<file path="src/logic/dz_pkg.sv">
// Shared sizes, register map, CSR bit positions and the RBUF/LPR
// register word for the 8-line receive multiplexer

package dz_pkg;

   //////////////////////////////
   // Sizes
   //////////////////////////////

   // Line count and field widths
   localparam int n_lines    = 8;
   localparam int line_w     = 3;
   localparam int char_w     = 8;

   // Silo word is line number above character
   localparam int silo_w     = line_w + char_w;
   localparam int silo_depth = 64;
   localparam int silo_ptr_w = 6;
   // One extra bit so the count can reach 64
   localparam int silo_cnt_w = 7;

   // Alarm once the silo holds this many or more
   localparam int alarm_level = 16;

   //////////////////////////////
   // Register map
   //////////////////////////////

   localparam int reg_w      = 16;
   localparam int apb_addr_w = 4;

   // Byte offsets
   localparam int csr_off  = 0;
   // RBUF on read, LPR on write
   localparam int rbuf_off = 4;

   // CSR bit positions
   localparam int csr_mse   = 0;
   // Flush, write-only, never stored
   localparam int csr_clr   = 4;
   localparam int csr_rie   = 6;
   // Silo not empty, read-only
   localparam int csr_rdone = 7;
   localparam int csr_sae   = 12;
   // Silo alarm, read-only
   localparam int csr_sa    = 13;

   //////////////////////////////
   // RBUF / LPR word
   //////////////////////////////

   // Same offset, decoded differently by direction
   typedef union packed {
      struct packed {
         logic              valid;
         logic [3:0]        zero;
         logic [line_w-1:0] line;
         logic [char_w-1:0] ch;
      } rbuf;
      struct packed {
         logic [2:0]        zero_hi;
         logic              rcv_on;     // bit 12
         logic [8:0]        zero_lo;
         logic [line_w-1:0] line;
      } lpr;
   } dz_rbuf_lpr_u;

endpackage

</file>
<file path="src/logic/dz_silo.sv">
// Receive silo, 64 words of line number and character, with depth
// count, full and alarm flags, flush and a registered head word
`timescale 1ns/10ps

module dz_silo
   import dz_pkg::*;
(
   input  logic              clk,
   input  logic              rst,
   input  logic              flush,
   input  logic              wr,
   input  logic              rd,
   input  logic [silo_w-1:0] din,
   output logic [silo_w-1:0] dout,
   output logic              full,
   output logic              alarm,
   output logic              empty
);

   // Storage, no reset on the payload
   logic [silo_w-1:0]     mem [silo_depth];

   logic [silo_ptr_w-1:0] wr_ptr;
   logic [silo_ptr_w-1:0] rd_ptr;
   logic [silo_cnt_w-1:0] depth;
   logic [silo_cnt_w-1:0] depth_next;
   logic                  do_wr;
   logic                  do_rd;
   logic                  empty_r;

   // Ignore pushes when full and pops when empty
   assign do_wr = wr & ~full;
   assign do_rd = rd & (depth != '0);

   // Depth update, simultaneous push and pop leaves it alone
   always_comb
   begin
      depth_next = depth;
      if (do_wr & ~do_rd)
         depth_next = depth + 1'b1;
      else if (do_rd & ~do_wr)
         depth_next = depth - 1'b1;
   end

   //////////////////////////////
   // Pointers and depth
   //////////////////////////////

   always_ff @(posedge clk)
   begin
      if (rst | flush)
      begin
         wr_ptr  <= '0;
         rd_ptr  <= '0;
         depth   <= '0;
         empty_r <= 1'b1;
      end
      else
      begin
         if (do_wr)
            wr_ptr <= wr_ptr + 1'b1;
         if (do_rd)
            rd_ptr <= rd_ptr + 1'b1;
         depth <= depth_next;
         // Goes empty at once, leaves empty one cycle late
         // so the head register has caught up
         if (depth_next == '0)
            empty_r <= 1'b1;
         else
            empty_r <= (depth == '0);
      end
   end

   //////////////////////////////
   // Memory and head word
   //////////////////////////////

   always_ff @(posedge clk)
   begin
      if (do_wr)
         mem[wr_ptr] <= din;
      // Head refreshed every cycle
      dout <= mem[rd_ptr];
   end

   // Status flags
   assign full  = (depth == silo_cnt_w'(silo_depth));
   assign alarm = (depth >= silo_cnt_w'(alarm_level));
   assign empty = empty_r;

endmodule

</file>
<file path="src/logic/dz_scan.sv">
// Per-line holding registers and round-robin scanner feeding the silo
`timescale 1ns/10ps

module dz_scan
   import dz_pkg::*;
(
   input  logic                            clk,
   input  logic                            rst,
   input  logic                            mse,
   input  logic                            flush,
   input  logic [n_lines-1:0]              line_on,
   input  logic [n_lines-1:0]              line_stb,
   input  logic [n_lines-1:0][char_w-1:0]  line_char,
   input  logic                            full,
   output logic                            wr,
   output logic [silo_w-1:0]               din
);

   // One character and one flag per line
   logic [char_w-1:0]  hold_ch [n_lines];
   logic [n_lines-1:0] hold_v;

   // Line to start the next search from
   logic [line_w-1:0]  ptr;

   // Search result
   logic [line_w-1:0]  sel;
   logic               found;

   //////////////////////////////
   // Round-robin search
   //////////////////////////////

   // First held line at or above ptr, wrapping past line 7
   always_comb
   begin : pick
      logic [line_w-1:0] idx;
      found = 1'b0;
      sel   = ptr;
      for (int i = 0; i < n_lines; i++)
      begin
         idx = ptr + line_w'(i);
         if (!found && hold_v[idx])
         begin
            found = 1'b1;
            sel   = idx;
         end
      end
   end

   // At most one character per cycle, held back while silo full
   assign wr  = mse & found & ~full;
   assign din = {sel, hold_ch[sel]};

   //////////////////////////////
   // Holding flags and pointer
   //////////////////////////////

   always_ff @(posedge clk)
   begin
      if (rst | flush)
      begin
         hold_v <= '0;
         ptr    <= '0;
      end
      else
      begin
         // Served line clears, search moves past it
         if (wr)
         begin
            hold_v[sel] <= 1'b0;
            ptr         <= sel + 1'b1;
         end
         // New strobe wins over the clear on the same edge
         for (int i = 0; i < n_lines; i++)
         begin
            if (line_stb[i] & line_on[i])
               hold_v[i] <= 1'b1;
         end
      end
   end

   // Character capture, disabled lines dropped
   // A second strobe overwrites an unserved character
   always_ff @(posedge clk)
   begin
      for (int i = 0; i < n_lines; i++)
      begin
         if (line_stb[i] & line_on[i])
            hold_ch[i] <= line_char[i];
      end
   end

endmodule

</file>
<file path="src/logic/dz_regs.sv">
// APB register block: CSR, RBUF read with pop, LPR line enables,
// flush pulse and receive interrupt
`timescale 1ns/10ps

module dz_regs
   import dz_pkg::*;
(
   input  logic                  clk,
   input  logic                  rst,
   // APB, zero wait
   input  logic                  psel,
   input  logic                  penable,
   input  logic                  pwrite,
   input  logic [apb_addr_w-1:0] paddr,
   input  logic [reg_w-1:0]      pwdata,
   output logic [reg_w-1:0]      prdata,
   // Silo side
   input  logic [silo_w-1:0]     dout,
   input  logic                  empty,
   input  logic                  alarm,
   output logic                  rd,
   output logic                  flush,
   // Scanner side
   output logic                  mse,
   output logic [n_lines-1:0]    line_on,
   output logic                  irq
);

   // Access phase qualifiers
   logic access;
   logic wr_acc;
   logic rd_acc;

   // Address decode
   logic sel_csr;
   logic sel_rbuf;

   // Stored CSR enables
   logic rie;
   logic sae;

   // Status
   logic rdone;
   logic sa;

   logic [reg_w-1:0] csr_word;
   dz_rbuf_lpr_u     rbuf_word;
   dz_rbuf_lpr_u     lpr_word;

   //////////////////////////////
   // Decode
   //////////////////////////////

   assign access = psel & penable;
   assign wr_acc = access & pwrite;
   assign rd_acc = access & ~pwrite;

   assign sel_csr  = (paddr == apb_addr_w'(csr_off));
   assign sel_rbuf = (paddr == apb_addr_w'(rbuf_off));

   // Status bits
   assign rdone = ~empty;
   // Alarm only reported when enabled
   assign sa    = sae & alarm;

   //////////////////////////////
   // Read side
   //////////////////////////////

   // CSR image, clear bit always reads zero
   always_comb
   begin
      csr_word            = '0;
      csr_word[csr_mse]   = mse;
      csr_word[csr_rie]   = rie;
      csr_word[csr_rdone] = rdone;
      csr_word[csr_sae]   = sae;
      csr_word[csr_sa]    = sa;
   end

   // RBUF view, all zero with no character waiting
   always_comb
   begin
      rbuf_word = '0;
      if (!empty)
      begin
         rbuf_word.rbuf.valid = 1'b1;
         rbuf_word.rbuf.line  = dout[silo_w-1 -: line_w];
         rbuf_word.rbuf.ch    = dout[char_w-1:0];
      end
   end

   // Read mux, live during the access cycle
   always_comb
   begin
      prdata = '0;
      if (rd_acc)
      begin
         if (sel_csr)
            prdata = csr_word;
         else if (sel_rbuf)
            prdata = rbuf_word;
      end
   end

   // Pop at the end of an RBUF read
   assign rd = rd_acc & sel_rbuf & ~empty;

   //////////////////////////////
   // Write side
   //////////////////////////////

   // LPR view of the write data
   assign lpr_word = pwdata;

   always_ff @(posedge clk)
   begin
      if (rst)
      begin
         mse     <= 1'b0;
         rie     <= 1'b0;
         sae     <= 1'b0;
         line_on <= '0;
      end
      else if (wr_acc & sel_csr)
      begin
         mse <= pwdata[csr_mse];
         rie <= pwdata[csr_rie];
         sae <= pwdata[csr_sae];
      end
      else if (wr_acc & sel_rbuf)
      begin
         // One line on or off per LPR write
         line_on[lpr_word.lpr.line] <= lpr_word.lpr.rcv_on;
      end
   end

   // Flush pulse on a CSR write with the clear bit
   assign flush = wr_acc & sel_csr & pwdata[csr_clr];

   //////////////////////////////
   // Interrupt
   //////////////////////////////

   // Alarm mode waits for 16 characters, else any character
   assign irq = rie & (sae ? alarm : rdone);

endmodule

</file>
<file path="src/logic/dz_top.sv">
// Receive multiplexer top: register block, line scanner and silo
`timescale 1ns/10ps

module dz_top
   import dz_pkg::*;
(
   input  logic                           clk,
   input  logic                           rst,
   // APB
   input  logic                           psel,
   input  logic                           penable,
   input  logic                           pwrite,
   input  logic [apb_addr_w-1:0]          paddr,
   input  logic [reg_w-1:0]               pwdata,
   output logic [reg_w-1:0]               prdata,
   // Line receivers
   input  logic [n_lines-1:0]             line_stb,
   input  logic [n_lines-1:0][char_w-1:0] line_char,
   // Receive interrupt
   output logic                           irq
);

   // Register block controls
   logic               mse;
   logic [n_lines-1:0] line_on;
   logic               flush;
   logic               rd;

   // Scanner to silo
   logic               wr;
   logic [silo_w-1:0]  din;

   // Silo status
   logic [silo_w-1:0]  dout;
   logic               full;
   logic               alarm;
   logic               empty;

   //////////////////////////////
   // Instances
   //////////////////////////////

   dz_regs u_regs (
      .clk     (clk),
      .rst     (rst),
      .psel    (psel),
      .penable (penable),
      .pwrite  (pwrite),
      .paddr   (paddr),
      .pwdata  (pwdata),
      .prdata  (prdata),
      .dout    (dout),
      .empty   (empty),
      .alarm   (alarm),
      .rd      (rd),
      .flush   (flush),
      .mse     (mse),
      .line_on (line_on),
      .irq     (irq)
   );

   dz_scan u_scan (
      .clk       (clk),
      .rst       (rst),
      .mse       (mse),
      .flush     (flush),
      .line_on   (line_on),
      .line_stb  (line_stb),
      .line_char (line_char),
      .full      (full),
      .wr        (wr),
      .din       (din)
   );

   dz_silo u_silo (
      .clk   (clk),
      .rst   (rst),
      .flush (flush),
      .wr    (wr),
      .rd    (rd),
      .din   (din),
      .dout  (dout),
      .full  (full),
      .alarm (alarm),
      .empty (empty)
   );

endmodule

</file>
<file path="config.mk">
export PLATFORM = sky130hd
export DESIGN_NAME = dz_top
export DESIGN_NICKNAME = d
export VERILOG_FILES = /design/src/logic/dz_pkg.sv /design/src/logic/dz_silo.sv /design/src/logic/dz_scan.sv /design/src/logic/dz_regs.sv /design/src/logic/dz_top.sv
export SDC_FILE = /design/constraint.sdc
export NUM_CORES = 1
export LEC_CHECK = 0
export BUFFER_PORTS_ARGS = -buffer_cell sky130_fd_sc_hd__buf_2
export CORE_AREA = 2 2 238 240
export DETAILED_ROUTE_END_ITERATION = 8
export DIE_AREA = 0 0 240 242
export PLACE_DENSITY = 0.77
export RECOVER_POWER = 50
export SYNTH_ARGS = -nofsm -noshare
export SYNTH_HDL_FRONTEND = slang
export SYNTH_SLANG_ARGS = --single-unit
</file>
<file path="constraint.sdc">
create_clock -name clk -period 18.07 [get_ports clk]
set_clock_uncertainty 0.2 [all_clocks]
set_input_delay 3.614 -clock clk [delete_from_list [all_inputs] [get_ports clk]]
set_output_delay 3.614 -clock clk [all_outputs]
set_load 0.02 [all_outputs]
</file>
; ---- After elaboration in Yosys (flattened, before gate mapping)
; Memories as Yosys holds them, arrays and structs flattened. A register that Yosys moved wholly into a read port is not among the register bits.
; Cells that the tools add are included.
[word_totals]
register_bits = 42
latchBits = 0
ram_bits = 768
mem_bits_ro = 0
input_bits = 97
output_inout_bits = 17
elab_cells = 180
n_memories = 2
[memory_table]
columns = name, words, width, rd, rd_clocked_by_memory_dff, wr, line
row1 = u_silo.mem, 64, 11, 1, 1, 1, dz_silo.sv:21  ; logic [silo_w-1:0] mem [silo_depth];
row2 = u_scan.hold_ch, 8, 8, 1, 0, 8, dz_scan.sv:20  ; logic [char_w-1:0] hold_ch [n_lines];
[op_classes]
add_sub_neg = 12
mul = 0
div = 0
order_cmp = 13
n_eq_ne = 2
shift = 0
muxes = 71
n_bitwise = 33
n_reduce_logical = 30
[op_table]
columns = op, n
row1 = two-way mux 16 bit, 3
row2 = two-way mux 1 bit, 46
row3 = less-than comparator 3 x 4 -> 1 bit (second input constant), 10
row4 = bitwise AND 1 bit, 24
row5 = binary-select mux 1 bit (select 3 bit), 8
row6 = two-way mux 3 bit, 7
row7 = nonzero test 2 bit, 8
row8 = logical NOT 7 bit, 2
row9 = two-way mux 7 bit, 2
row10 = adder 3 bit (second input constant), 4
row11 = adder 6 x 1 -> 6 bit (second input constant), 2
row12 = two-way mux 11 bit, 1
row13 = logical AND 1 bit, 9
row14 = bitwise AND 8 bit, 1
row15 = bitwise mux 8 bit, 1
row16 = two-way mux 8 bit, 1
row17 = inverter 8 bit, 1
row18 = adder 7 x 1 -> 7 bit (second input constant), 1
row19 = == test 7 bit (second input constant), 1
row20 = >= comparator 7 x 5 -> 1 bit (second input constant), 1
row21 = logical NOT 1 bit, 7
row22 = nonzero test 7 bit, 1
row23 = subtractor 7 x 1 -> 7 bit (second input constant), 1
row24 = adder 3 x 1 -> 3 bit (second input constant), 2
row25 = other kinds (9), 17

; ---- Longest topological paths before layout
; Gate-level depths: netlist of run 1.
[depth]
word_depth = 33
depth_mapped = 18
mapped_depth_nobuf = 13

; ---- Hierarchy
; Synthesis of run 1 repeated with hierarchy kept, for this count alone.
[unflattened]
hier_cells = 1660
hier_area_um2 = 33347.0
[by_module_without_submodules]
columns = mod, instances, cells_per_inst, area_each_um2, seq_area_each_um2
row1 = dz_silo, 1, 1281, 28534.9, 21760.9
row2 = dz_scan, 1, 293, 4047.6, 2142.1
row3 = dz_regs, 1, 86, 764.5, 220.2

; ---- Worst setup path after synthesis of run 1
; OpenSTA, ideal clock, no wires.
[synth_path]
path_kind = input -> output
from = in paddr[1]
to = out prdata[13]
arrival_time_ps = 5173
required_ps = 14256
setup_slack_ps = 9083
cell_stages = 4
path_cell_list = nor4b_1 > nand3_1 > nor3b_1 > nor2b_1
[synth_between]
elab_chain_cells = 3
[synth_lines]
columns = element, line
row1 = from (decl), dz_top.sv:13  ; input logic [apb_addr_w-1:0] paddr,
row2 = logical NOT 4 bit, dz_regs.sv:58  ; assign sel_csr = (paddr == apb_addr_w'(csr_off));
row3 = two-way mux 16 bit, dz_regs.sv:99  ; if (sel_csr)
row4 = two-way mux 16 bit, dz_regs.sv:97  ; if (rd_acc)
row5 = to (decl), dz_top.sv:15  ; output logic [reg_w-1:0] prdata,
; No other way between the ends.

; ---- Worst setup path after layout of run 1
[layout_path]
from = reg u_scan.ptr[0]
to = mem u_silo.mem[6][4] (netlist bit), data pin
[layout_between]
elab_chain_cells = 25
word_cells_on_any_way = 52
[layout_lines]
columns = element, line
row1 = from (decl), dz_scan.sv:24  ; logic [line_w-1:0] ptr;
row2 = from (signal assigned), dz_scan.sv:72  ; ptr <= sel + 1'b1;
row3 = branches (longest 23 deep; another with adder 3 x 1 -> 3 bit), --
row4 = two-way mux 3 bit *, dz_scan.sv:43  ; if (!found && hold_v[idx])
row5 = memory read (8 x 8 bit) *, --
row6 = net din[4], dz_top.sv:31  ; logic [silo_w-1:0] din;
row7 = to (decl), dz_silo.sv:21
; Mark *: on every way through the listed nets, which the timed path passes. The select of a mux whose other input is x is not followed.

==> impl_metrics.tcl, run 1 <==
set metrics [dict create \
    clk_path_buf_depth 3 \
    die_h_um 242 \
    ctsResizeCount 0 \
    rows 87 \
    fin_tns_setup_ns 0 \
    synth-simple-area-share 0.03855 \
    criticalPathCategory "reg -> reg" \
    worst_setup_path_start_kind "flip-flop" \
    power_frac_comb 0.006 \
    p_seq_frac 0.550 \
    drv_slew 421 \
    crit_arrival_ns 12.64 \
    synth_edf_count 768 \
    startpoint "u_scan.ptr[0]$_SDFFE_PP0P_" \
    first_iter_violations 1717 \
    switching_share 0.1877 \
    p_per_area_nw_per_um2 101.1 \
    cts-buffers-inserted 80 \
    dr.pass1.iters 6 \
    yosysUniqueCellTypes 74 \
    core-area_um2 55730 \
    layout-drive-gt1-share 0.2786 \
    cts_setup_buffers 0 \
    io_buffers 101 \
    synth_compound_area_frac 0.02604 \
    clkLatencyLatePin_ns 0.62 \
    crit_end "u_silo.mem[6][4]$_DFFE_PP_" \
    p_sw_mw 0.6998 \
    reg2reg_slack_ns 5.47 \
    clkPwrFrac 0.444 \
    period_needed_ns 12.60 \
    dp_hpwl_um 43120 \
    finalHoldViolations 0 \
    finalCoreUtilization 0.6614 \
    finalSetupViolCount 0 \
    syn_area_um2 33010 \
    relSlewSlack -1.966 \
    peakVddDrop_mv 0.07141 \
    status "finished, violations left" \
    die-area_um2 58080 \
    htreeDepth 3 \
    fmax_mhz 79.38 \
    ios 114 \
    vias 16720 \
    violations "capacitance limit, slew limit" \
    drtAntennaViolNets 0 \
    fillers 3562 \
    rsz0062_at_grt "no" \
    grt.total_usage 0.2600 \
    r2r-end "u_silo.mem[6][4]$_DFFE_PP_" \
    grt_max_degree 93 \
    final_cell_mix "edfxtp_1, mux4_2, nor2_1, buf_2, clkbuf_16" \
    synth_fa_ha_area_frac 0.003032 \
    synthXorXnorAreaFrac 0.006064 \
    synth_seq_area_share 0.7307 \
    cts-hold-fix-buffers 0 \
    gpl.final_weighted_congestion 0.8806 \
    tightest_slew_ns 4.449 \
    synthCells 1636 \
    area_growth_pct 11.67 \
    cts_tree "built" \
    worstSetupEndpointType "flip-flop" \
    hold_class "reg -> reg" \
    avgRoutedWirePerCell_um 28.83 \
    cp_max_fo 92 \
    first_global_vias 16711 \
    synth_warnings 0 \
    ys_seq_elements 821 \
    clockRootBuffer "clkbuf_16" \
    synthArstFlopShare 0 \
    antenna_found_initial 4 \
    grt_pass1_wl_um 109700 \
    synth.avg_cell_area_um2 20.18 \
    drv_cap 8 \
    fin_nets 1854 \
    clkTransAtPathRegs_ns 0.06 \
    r2r_cells 12 \
    start_util 0.5923 \
    leakagePower_nw 11.42 \
    via_per_inst 6.513 \
    synthMuxAreaShare 0.1792 \
    gr-total-overflow 0 \
    synthFlopType "edfxtp_1" \
    routed_wl_um 74010 \
    critical_path_required_ns 18.11 \
    finalCritPeriodShare 0.6972 \
    die_x_um 240 \
    final_common_cell "edfxtp_1" \
    r2r_start "u_scan.ptr[0]$_SDFFE_PP0P_" \
    drc_errors 0 \
    cts_sinks 821 \
    synth_top_family_by_area "multiplexers" \
    p_int_mw 3.028 \
]
sequential cells by signal, summed over array words and instances (netlist names):
register        count
u_silo.depth        7
u_silo.mem        704
u_silo.rd_ptr       6
u_regs.rie          1
u_scan.hold_v       8
u_scan.ptr          3
u_silo.wr_ptr       6
u_regs.mse          1
u_silo.empty        1
u_regs.sae          1
u_scan.hold_ch     64
u_regs.line_on      8
u_silo.dout        11
metrics by stage:
stage	total power [mW]	instances	hold slack, ns	instance area [um^2]	worst slack, ns
2_1_floorplan	2.099	1637	0.2305	33020	9.083
3_3_place_gp	2.111	2423	0.2540	34350	8.393
4_1_cts	3.744	2565	0.2702	36950	8.372
3_5_place_dp	2.112	2423	0.2613	34350	8.388
5_1_grt	3.815	2566	0.2870	36860	4.629
6_report	3.728	2567	0.2696	36860	5.472
layer usage:
layer / GRT usage / share of wire / vias up
li1: - / - / 6960
met5: 0 / 0 / -
met4: 0.08677 / 0.031 / 0
met2: 0.4002 / 0.49 / 864
met3: 0.04797 / 0.083 / 140
met1: 0.3834 / 0.40 / 8756
how the worst min path moves through the flow:
| stage | to | start | slack, ns | cells past startpoint |
|---|---|---|---|---|
| 2_1_floorplan | u_regs.line_on[0]$_SDFFE_PP0P_ | u_regs.line_on[0]$_SDFFE_PP0P_ | 0.23 | 2 |
| 3_3_place_gp | u_regs.line_on[0]$_SDFFE_PP0P_ | u_regs.line_on[0]$_SDFFE_PP0P_ | 0.25 | 2 |
| 3_5_place_dp | u_regs.line_on[0]$_SDFFE_PP0P_ | u_regs.line_on[0]$_SDFFE_PP0P_ | 0.26 | 2 |
| 4_1_cts | u_regs.line_on[0]$_SDFFE_PP0P_ | u_regs.line_on[0]$_SDFFE_PP0P_ | 0.27 | 2 |
| 5_1_grt | u_regs.line_on[0]$_SDFFE_PP0P_ | u_regs.line_on[0]$_SDFFE_PP0P_ | 0.29 | 2 |
| 6_report | u_regs.line_on[0]$_SDFFE_PP0P_ | u_regs.line_on[0]$_SDFFE_PP0P_ | 0.27 | 2 |
cell usage after synthesis, types with 3 or more instances:
library cell | instances | share of area
edfxtp_1 | 768 | 0.70
mux4_2 | 241 | 0.16
nor2_1 | 118 | 0.013
dfxtp_1 | 53 | 0.032
clkbuf_1 | 50 | 0.0057
nand2_1 | 41 | 0.0047
mux2i_1 | 32 | 0.0097
inv_1 | 27 | 0.0031
a21oi_1 | 25 | 0.0038
buf_1 | 25 | 0.0028
and2_1 | 22 | 0.0042
nor3_1 | 20 | 0.0030
mux2_2 | 14 | 0.0048
nand3_1 | 13 | 0.0020
a211oi_1 | 12 | 0.0027
xor2_1 | 11 | 0.0029
o22ai_1 | 10 | 0.0019
xnor2_1 | 10 | 0.0027
buf_2 | 9 | 0.0014
nand4_1 | 9 | 0.0017
a2111oi_2 | 8 | 0.0036
ha_1 | 8 | 0.0030
nor2b_1 | 8 | 0.0015
o21ai_1 | 8 | 0.0012
a2111oi_1 | 7 | 0.0021
buf_4 | 7 | 0.0016
nand3b_1 | 6 | 0.0014
nor3b_1 | 6 | 0.0014
o21ai_0 | 5 | 0.00076
a2111oi_0 | 4 | 0.0011
nand2b_1 | 4 | 0.00076
or3_1 | 4 | 0.00076
or2_2 | 3 | 0.00057
critical path, cell delays in order, from the launching register on:
cell        delay [ns]
dfxtp_1           0.31
clkbuf_1          0.94
inv_1             0.44
ha_1              0.86
mux4_2            0.63
mux2_1            0.40
nor3b_1           0.35
nand4_1           0.53
o21ai_0           1.45
clkinvlp_2        3.48
a2111oi_1         1.97
a2111oi_4         0.03
buf_4             0.52
area by class of cell:
cell class                      count  area [um^2]  area share
Tap cell                          756        945.9     0.02566
Multi-Input combinational cell    693         8432      0.2287
Sequential cell                   821        24130      0.6546
Clock inverter                     40        380.4     0.01032
Clock buffer                      102         2221     0.06025
Timing Repair Buffer              124        636.9     0.01728
Inverter                           29        110.1    0.002987
Antenna cell                        2        5.005   0.0001358
power by group through the flow:
stage	clock (mW)	combinational [mW]	sequential, mW
detailed placement	0	0.0205	2.09
CTS	1.67	0.0206	2.05
global route	1.74	0.0223	2.05
finish	1.66	0.0207	2.05
floorplan	0	0.00751	2.09
global placement	0	0.0197	2.09
cell families after synthesis:
kind of cell | after synthesis
compound gates | 105
xor+xnor | 22
fa+ha+maj | 8
buf+inv | 123
flops | 821
mux | 288
other cells | 1
simple gates | 268
Power figures use the tool's default switching activity.
==> run 2: changes to the inputs <==
- CORE_AREA: 2 2 238 240 -> 2 2 246 248
- DIE_AREA: 0 0 240 242 -> 0 0 248 250
- PLACE_DENSITY: 0.77 -> 0.76
- clock period: 18.07 -> 11 ns (I/O delays scaled with it)
==> impl_metrics.tcl, run 2 (synthesized netlist as in run 1, its figures left out) <==
set metrics [dict create \
    cts-hold-fix-buffers 0 \
    finalSetupViolCount 0 \
    htreeDepth 3 \
    grt_max_degree 94 \
    routed_wl_um 74930 \
    clkTransAtPathRegs_ns 0.06 \
    relSlewSlack -1.990 \
    fmax_mhz 114.2 \
    hold_slack_ns 0.2882 \
    cts_sinks 821 \
    rsz0062_at_grt "no" \
    dp_hpwl_um 43680 \
    regMostFlops "u_silo.mem" \
    die-area_um2 62000 \
    largest_register_ffs 704 \
    gpl.final_weighted_congestion 0.8724 \
    layout-drive-gt1-share 0.2630 \
    tightest_slew_ns 4.485 \
    via_per_inst 6.397 \
    peakVddDrop_mv 0.1510 \
    die_x_um 248 \
    drv_slew 155 \
    worst_path_most_repeated_cell "mux4_2" \
    drc_errors 0 \
    seqCellArea_um2 24140 \
    crit_chain "clkbuf_1, clkbuf_1, mux4_2, mux4_2, mux4_2" \
    place_ws_ns 3.620 \
    finalCritPeriodShare 0.7958 \
    cp_max_fo 71 \
    antenna_found_initial 2 \
    setup_slack_ns 2.246 \
    period_needed_ns 8.754 \
    multi_input_area_um2 8427 \
    critical_path_required_ns 11.26 \
    clkLatencyLatePin_ns 0.63 \
    final_cell_mix "edfxtp_1, mux4_2, nor2_1, buf_2, clkbuf_16" \
    finalHoldViolations 0 \
    hold_class "reg -> reg" \
    start_util 0.5542 \
    ios 114 \
    crit_arrival_ns 9.02 \
    r2r_cells 5 \
    fin_tns_setup_ns 0 \
    violations "capacitance limit, slew limit" \
    clockRootBuffer "clkbuf_16" \
    leakagePower_nw 11.32 \
    min_from "u_regs.line_on[7]$_SDFFE_PP0P_" \
    status "finished, violations left" \
    area_growth_pct 11.56 \
    fin_nets 1863 \
    r2r_start "u_silo.rd_ptr[1]$_SDFFE_PP0P_" \
    grt.total_usage 0.2474 \
    criticalPathCategory "reg -> reg" \
    p_per_area_nw_per_um2 163.9 \
    cp_slowest_cell "clkbuf_1" \
    fin_area_um2 36830 \
    vias 16665 \
    drv_cap 4 \
    first_iter_violations 1811 \
    worst_setup_path_start_kind "flip-flop" \
    cpPeakStageDelay_ns 3.20 \
    hold_end "u_scan.hold_v[7]$_SDFFE_PP0P_" \
    rows 90 \
    top_regs "u_silo.mem: 704 flops, u_scan.hold_ch: 64 flops, u_silo.dout: 11 flops" \
    first_global_vias 16903 \
    core-area_um2 59570 \
    die_h_um 250 \
    clk_path_buf_depth 3 \
    grt_pass1_wl_um 110400 \
    reg2reg_slack_ns 2.25 \
    cts_tree "built" \
    ctsResizeCount 0 \
    avgRoutedWirePerCell_um 28.76 \
    dr.pass1.iters 5 \
    final_common_cell "edfxtp_1" \
    gr-total-overflow 0 \
    cts-buffers-inserted 80 \
    holdPathStages 2 \
    worstSetupEndpointType "flip-flop" \
    io_buffers 101 \
    placed_area_um2 34470 \
    cts_setup_buffers 0 \
    fillers 3985 \
    r2r-end "u_silo.dout[4]$_DFF_P_" \
    drtAntennaViolNets 0 \
]
run 2: cell count changes in the layout (fill, tap and decap cells not counted), moves of 5 or more:
cell      change
clkbuf_1     +34
clkinv_2     -12
buf_2        -11
clkinv_1      +5
run 2: worst max path at each step:
| stage | start | cells after the start | end |
|---|---|---|---|
| 6_report | u_silo.rd_ptr[1]$_SDFFE_PP0P_ | 5 | u_silo.dout[4]$_DFF_P_ |
| 4_1_cts | u_scan.ptr[1]$_SDFFE_PP0P_ | 11 | u_silo.mem[17][7]$_DFFE_PP_ |
| 3_3_place_gp | u_scan.ptr[1]$_SDFFE_PP0P_ | 11 | u_silo.mem[20][4]$_DFFE_PP_ |
| 3_5_place_dp | u_scan.ptr[1]$_SDFFE_PP0P_ | 11 | u_silo.mem[15][7]$_DFFE_PP_ |
| 2_1_floorplan | u_scan.ptr[0]$_SDFFE_PP0P_ | 15 | u_silo.mem[0][4]$_DFFE_PP_ |
| 5_1_grt | u_silo.rd_ptr[1]$_SDFFE_PP0P_ | 5 | u_silo.dout[4]$_DFF_P_ |
run 2: stage by stage:
| stage | power (mW) | instances | util |
|---|---|---|---|
| 2_1_floorplan | 3.449 | 1637 | - |
| 3_3_place_gp | 3.468 | 2458 | 0.5786 |
| 3_5_place_dp | 3.470 | 2458 | 0.5786 |
| 4_1_cts | 6.067 | 2603 | 0.6204 |
| 5_1_grt | 6.181 | 2605 | 0.6182 |
| 6_report | 6.037 | 2605 | 0.6182 |
run 2: layer usage:
layer / up-vias / wire, um / part of all wire / track usage
met3: 149 / 6706 / 0.089 / 0.05495
met2: 860 / 37050 / 0.49 / 0.3900
met4: 0 / 2793 / 0.037 / 0.09530
li1: 6972 / - / - / -
met5: - / 0 / 0 / 0
met1: 8684 / 28390 / 0.38 / 0.3409
run 2: layout make-up:
type / instances / area share
clock inverters: 33 / 0.008867
inverters: 29 / 0.003092
repair buffers: 133 / 0.01838
multi-input cells: 693 / 0.2288
diodes: 2 / 0.0001359
clock buffers: 112 / 0.05878
flip-flops and latches: 821 / 0.6554
well taps: 782 / 0.02657
run 2: worst max-delay path: cells and delay by family (launching register included):
family	cells	cell delay, ns
muxes	3	1.67
DFF	1	0.90
buffers and inverters	2	5.75
run 2: report_power, final:
group	switching [mW]	leakage, nW	total (mW)	internal, mW
Combinational	0.0189	2.74	0.0336	0.0147
Clock	1.13	1.20	2.63	1.50
Sequential	0.00106	7.39	3.37	3.37
==> run 3: changes to the inputs <==
- CORE_AREA: 2 2 246 248 -> 2 2 238 240
- DIE_AREA: 0 0 248 250 -> 0 0 240 242
- PLACE_DENSITY: 0.76 -> 0.77
- clock period: 11 -> 8.08 ns (I/O delays scaled with it)
==> impl_metrics.tcl, run 3 (synthesized netlist as in run 1, its figures left out) <==
set metrics [dict create \
    r2r_start "u_scan.ptr[1]$_SDFFE_PP0P_" \
    stdcell_count 2615 \
    peakVddDrop_mv 0.1910 \
    layout-drive-gt1-share 0.2690 \
    placed_area_um2 34710 \
    cts_tree "built" \
    cts_sinks 821 \
    fmax_mhz 140.9 \
    final_common_cell "edfxtp_1" \
    ctsResizeCount 0 \
    power_frac_comb 0.006 \
    avgRoutedWirePerCell_um 28.76 \
    gr-total-overflow 0 \
    regMostFlops "u_silo.mem" \
    relSlewSlack -1.018 \
    leakagePower_nw 11.44 \
    tightest_slew_ns 3.027 \
    finalCoreUtilization 0.6652 \
    via_per_inst 6.433 \
    rsz0062_at_grt "no" \
    htreeDepth 3 \
    criticalPathCategory "reg -> reg" \
    critical_path_required_ns 8.15 \
    switching_share 0.1893 \
    clockRootBuffer "clkbuf_16" \
    seqCellArea_um2 24130 \
    dr.pass1.iters 7 \
    first_global_vias 17130 \
    hold_class "reg -> reg" \
    finalCritPeriodShare 0.8785 \
    grt.total_usage 0.2650 \
    crit_arrival_ns 7.17 \
    antenna_found_initial 4 \
    drtAntennaViolNets 0 \
    status "finished, violations left" \
    startpoint "u_scan.ptr[1]$_SDFFE_PP0P_" \
    clkPwrFrac 0.442 \
    clkTransAtPathRegs_ns 0.06 \
    clkLatencyLatePin_ns 0.63 \
    multi_input_area_um2 8473 \
    report.power.total_mw 8.303 \
    largest_register_ffs 704 \
    area_growth_pct 12.31 \
    p_sw_mw 1.572 \
    grt_max_degree 139 \
    finalSetupViolCount 0 \
    core-area_um2 55730 \
    die_x_um 240 \
    start_util 0.5923 \
    io_buffers 101 \
    die-area_um2 58080 \
    min_from "u_regs.line_on[0]$_SDFFE_PP0P_" \
    top_regs "u_silo.mem: 704 flops, u_scan.hold_ch: 64 flops, u_silo.dout: 11 flops" \
    worstSetupEndpointType "flip-flop" \
    clk_path_buf_depth 3 \
    finalHoldViolations 0 \
    cts-hold-fix-buffers 0 \
    gpl.final_weighted_congestion 0.8594 \
    p_seq_frac 0.552 \
    dp.cells 2467 \
    dp_hpwl_um 43190 \
    final_cell_mix "edfxtp_1, mux4_2, nor2_1, buf_2, clkbuf_16" \
    fin_area_um2 37080 \
    period_needed_ns 7.098 \
    drv_cap 2 \
    drc_errors 0 \
    p_int_mw 6.731 \
    p_per_area_nw_per_um2 223.9 \
    cp_max_fo 64 \
    drv_slew 136 \
    fillers 3556 \
    rows 87 \
    first_iter_violations 1776 \
    routed_wl_um 75200 \
    cts-buffers-inserted 80 \
    fin_tns_setup_ns 0 \
    violations "capacitance limit, slew limit" \
    cts_setup_buffers 0 \
    ios 114 \
    vias 16823 \
    grt_pass1_wl_um 110700 \
    fin_nets 1898 \
    die_h_um 242 \
    worst_setup_path_start_kind "flip-flop" \
]
[run 3: routing by layer]
metal  part of all wire  global-route usage  vias to the layer above  wire (um)
met3              0.094             0.06028                      141       7083
met2               0.50              0.4209                      837      37520
met5            0.00035                   0                        -         26
met4              0.031             0.09847                        4       2335
li1                   -                   -                     7048          -
met1               0.38              0.3651                     8793      28230
[run 3: critical path, cell delays in order (launching register included)]
cell and delay [ns]:
dfxtp_1 0.90, inv_1 0.14, ha_1 0.74, mux4_2 0.62
mux2_1 0.40, nor3b_1 0.29, nand4_1 0.13, clkbuf_1 0.34
o21ai_2 0.23, clkbuf_1 0.56, clkinv_4 0.61, a2111oi_1 1.11
a2111oi_4 0.04, buf_4 0.38
[run 3: per-stage QoR]
stage,setup WS (ns),hold WS (ns)
2_1_floorplan,1.354,0.2305
3_3_place_gp,1.848,0.2622
3_5_place_dp,1.699,0.2791
4_1_cts,1.658,0.2877
5_1_grt,0.6658,0.3006
6_report,0.9816,0.2847
[run 3: power by group through the flow]
stage	combinational [mW]	clock [mW]	sequential [mW]
6_report	0.0461	3.67	4.59
5_1_grt	0.0494	3.87	4.58
4_1_cts	0.0459	3.72	4.59
3_5_place_dp	0.0458	0	4.68
3_3_place_gp	0.0443	0	4.68
2_1_floorplan	0.0168	0	4.68
[run 3: worst paths after layout]
kind | endpoint | slack, ns | depth (start not counted)
hold / removal | u_regs.line_on[0]$_SDFFE_PP0P_ | 0.28 | 2
setup reg to reg | u_silo.mem[19][3]$_DFFE_PP_ | 0.98 | 13
setup / recovery | u_silo.mem[19][3]$_DFFE_PP_ | 0.98 | 13
hold reg to reg | u_regs.line_on[0]$_SDFFE_PP0P_ | 0.28 | 2
[run 3: area by class of cell]
| type | count | share of cell area |
|---|---|---|
| Inverter | 29 | 0.003071 |
| Sequential cell | 821 | 0.6510 |
| Antenna cell | 4 | 0.0002700 |
| Clock inverter | 37 | 0.009888 |
| Multi-Input combinational cell | 693 | 0.2285 |
| Timing Repair Buffer | 168 | 0.02278 |
| Clock buffer | 107 | 0.05899 |
| Tap cell | 756 | 0.02551 |
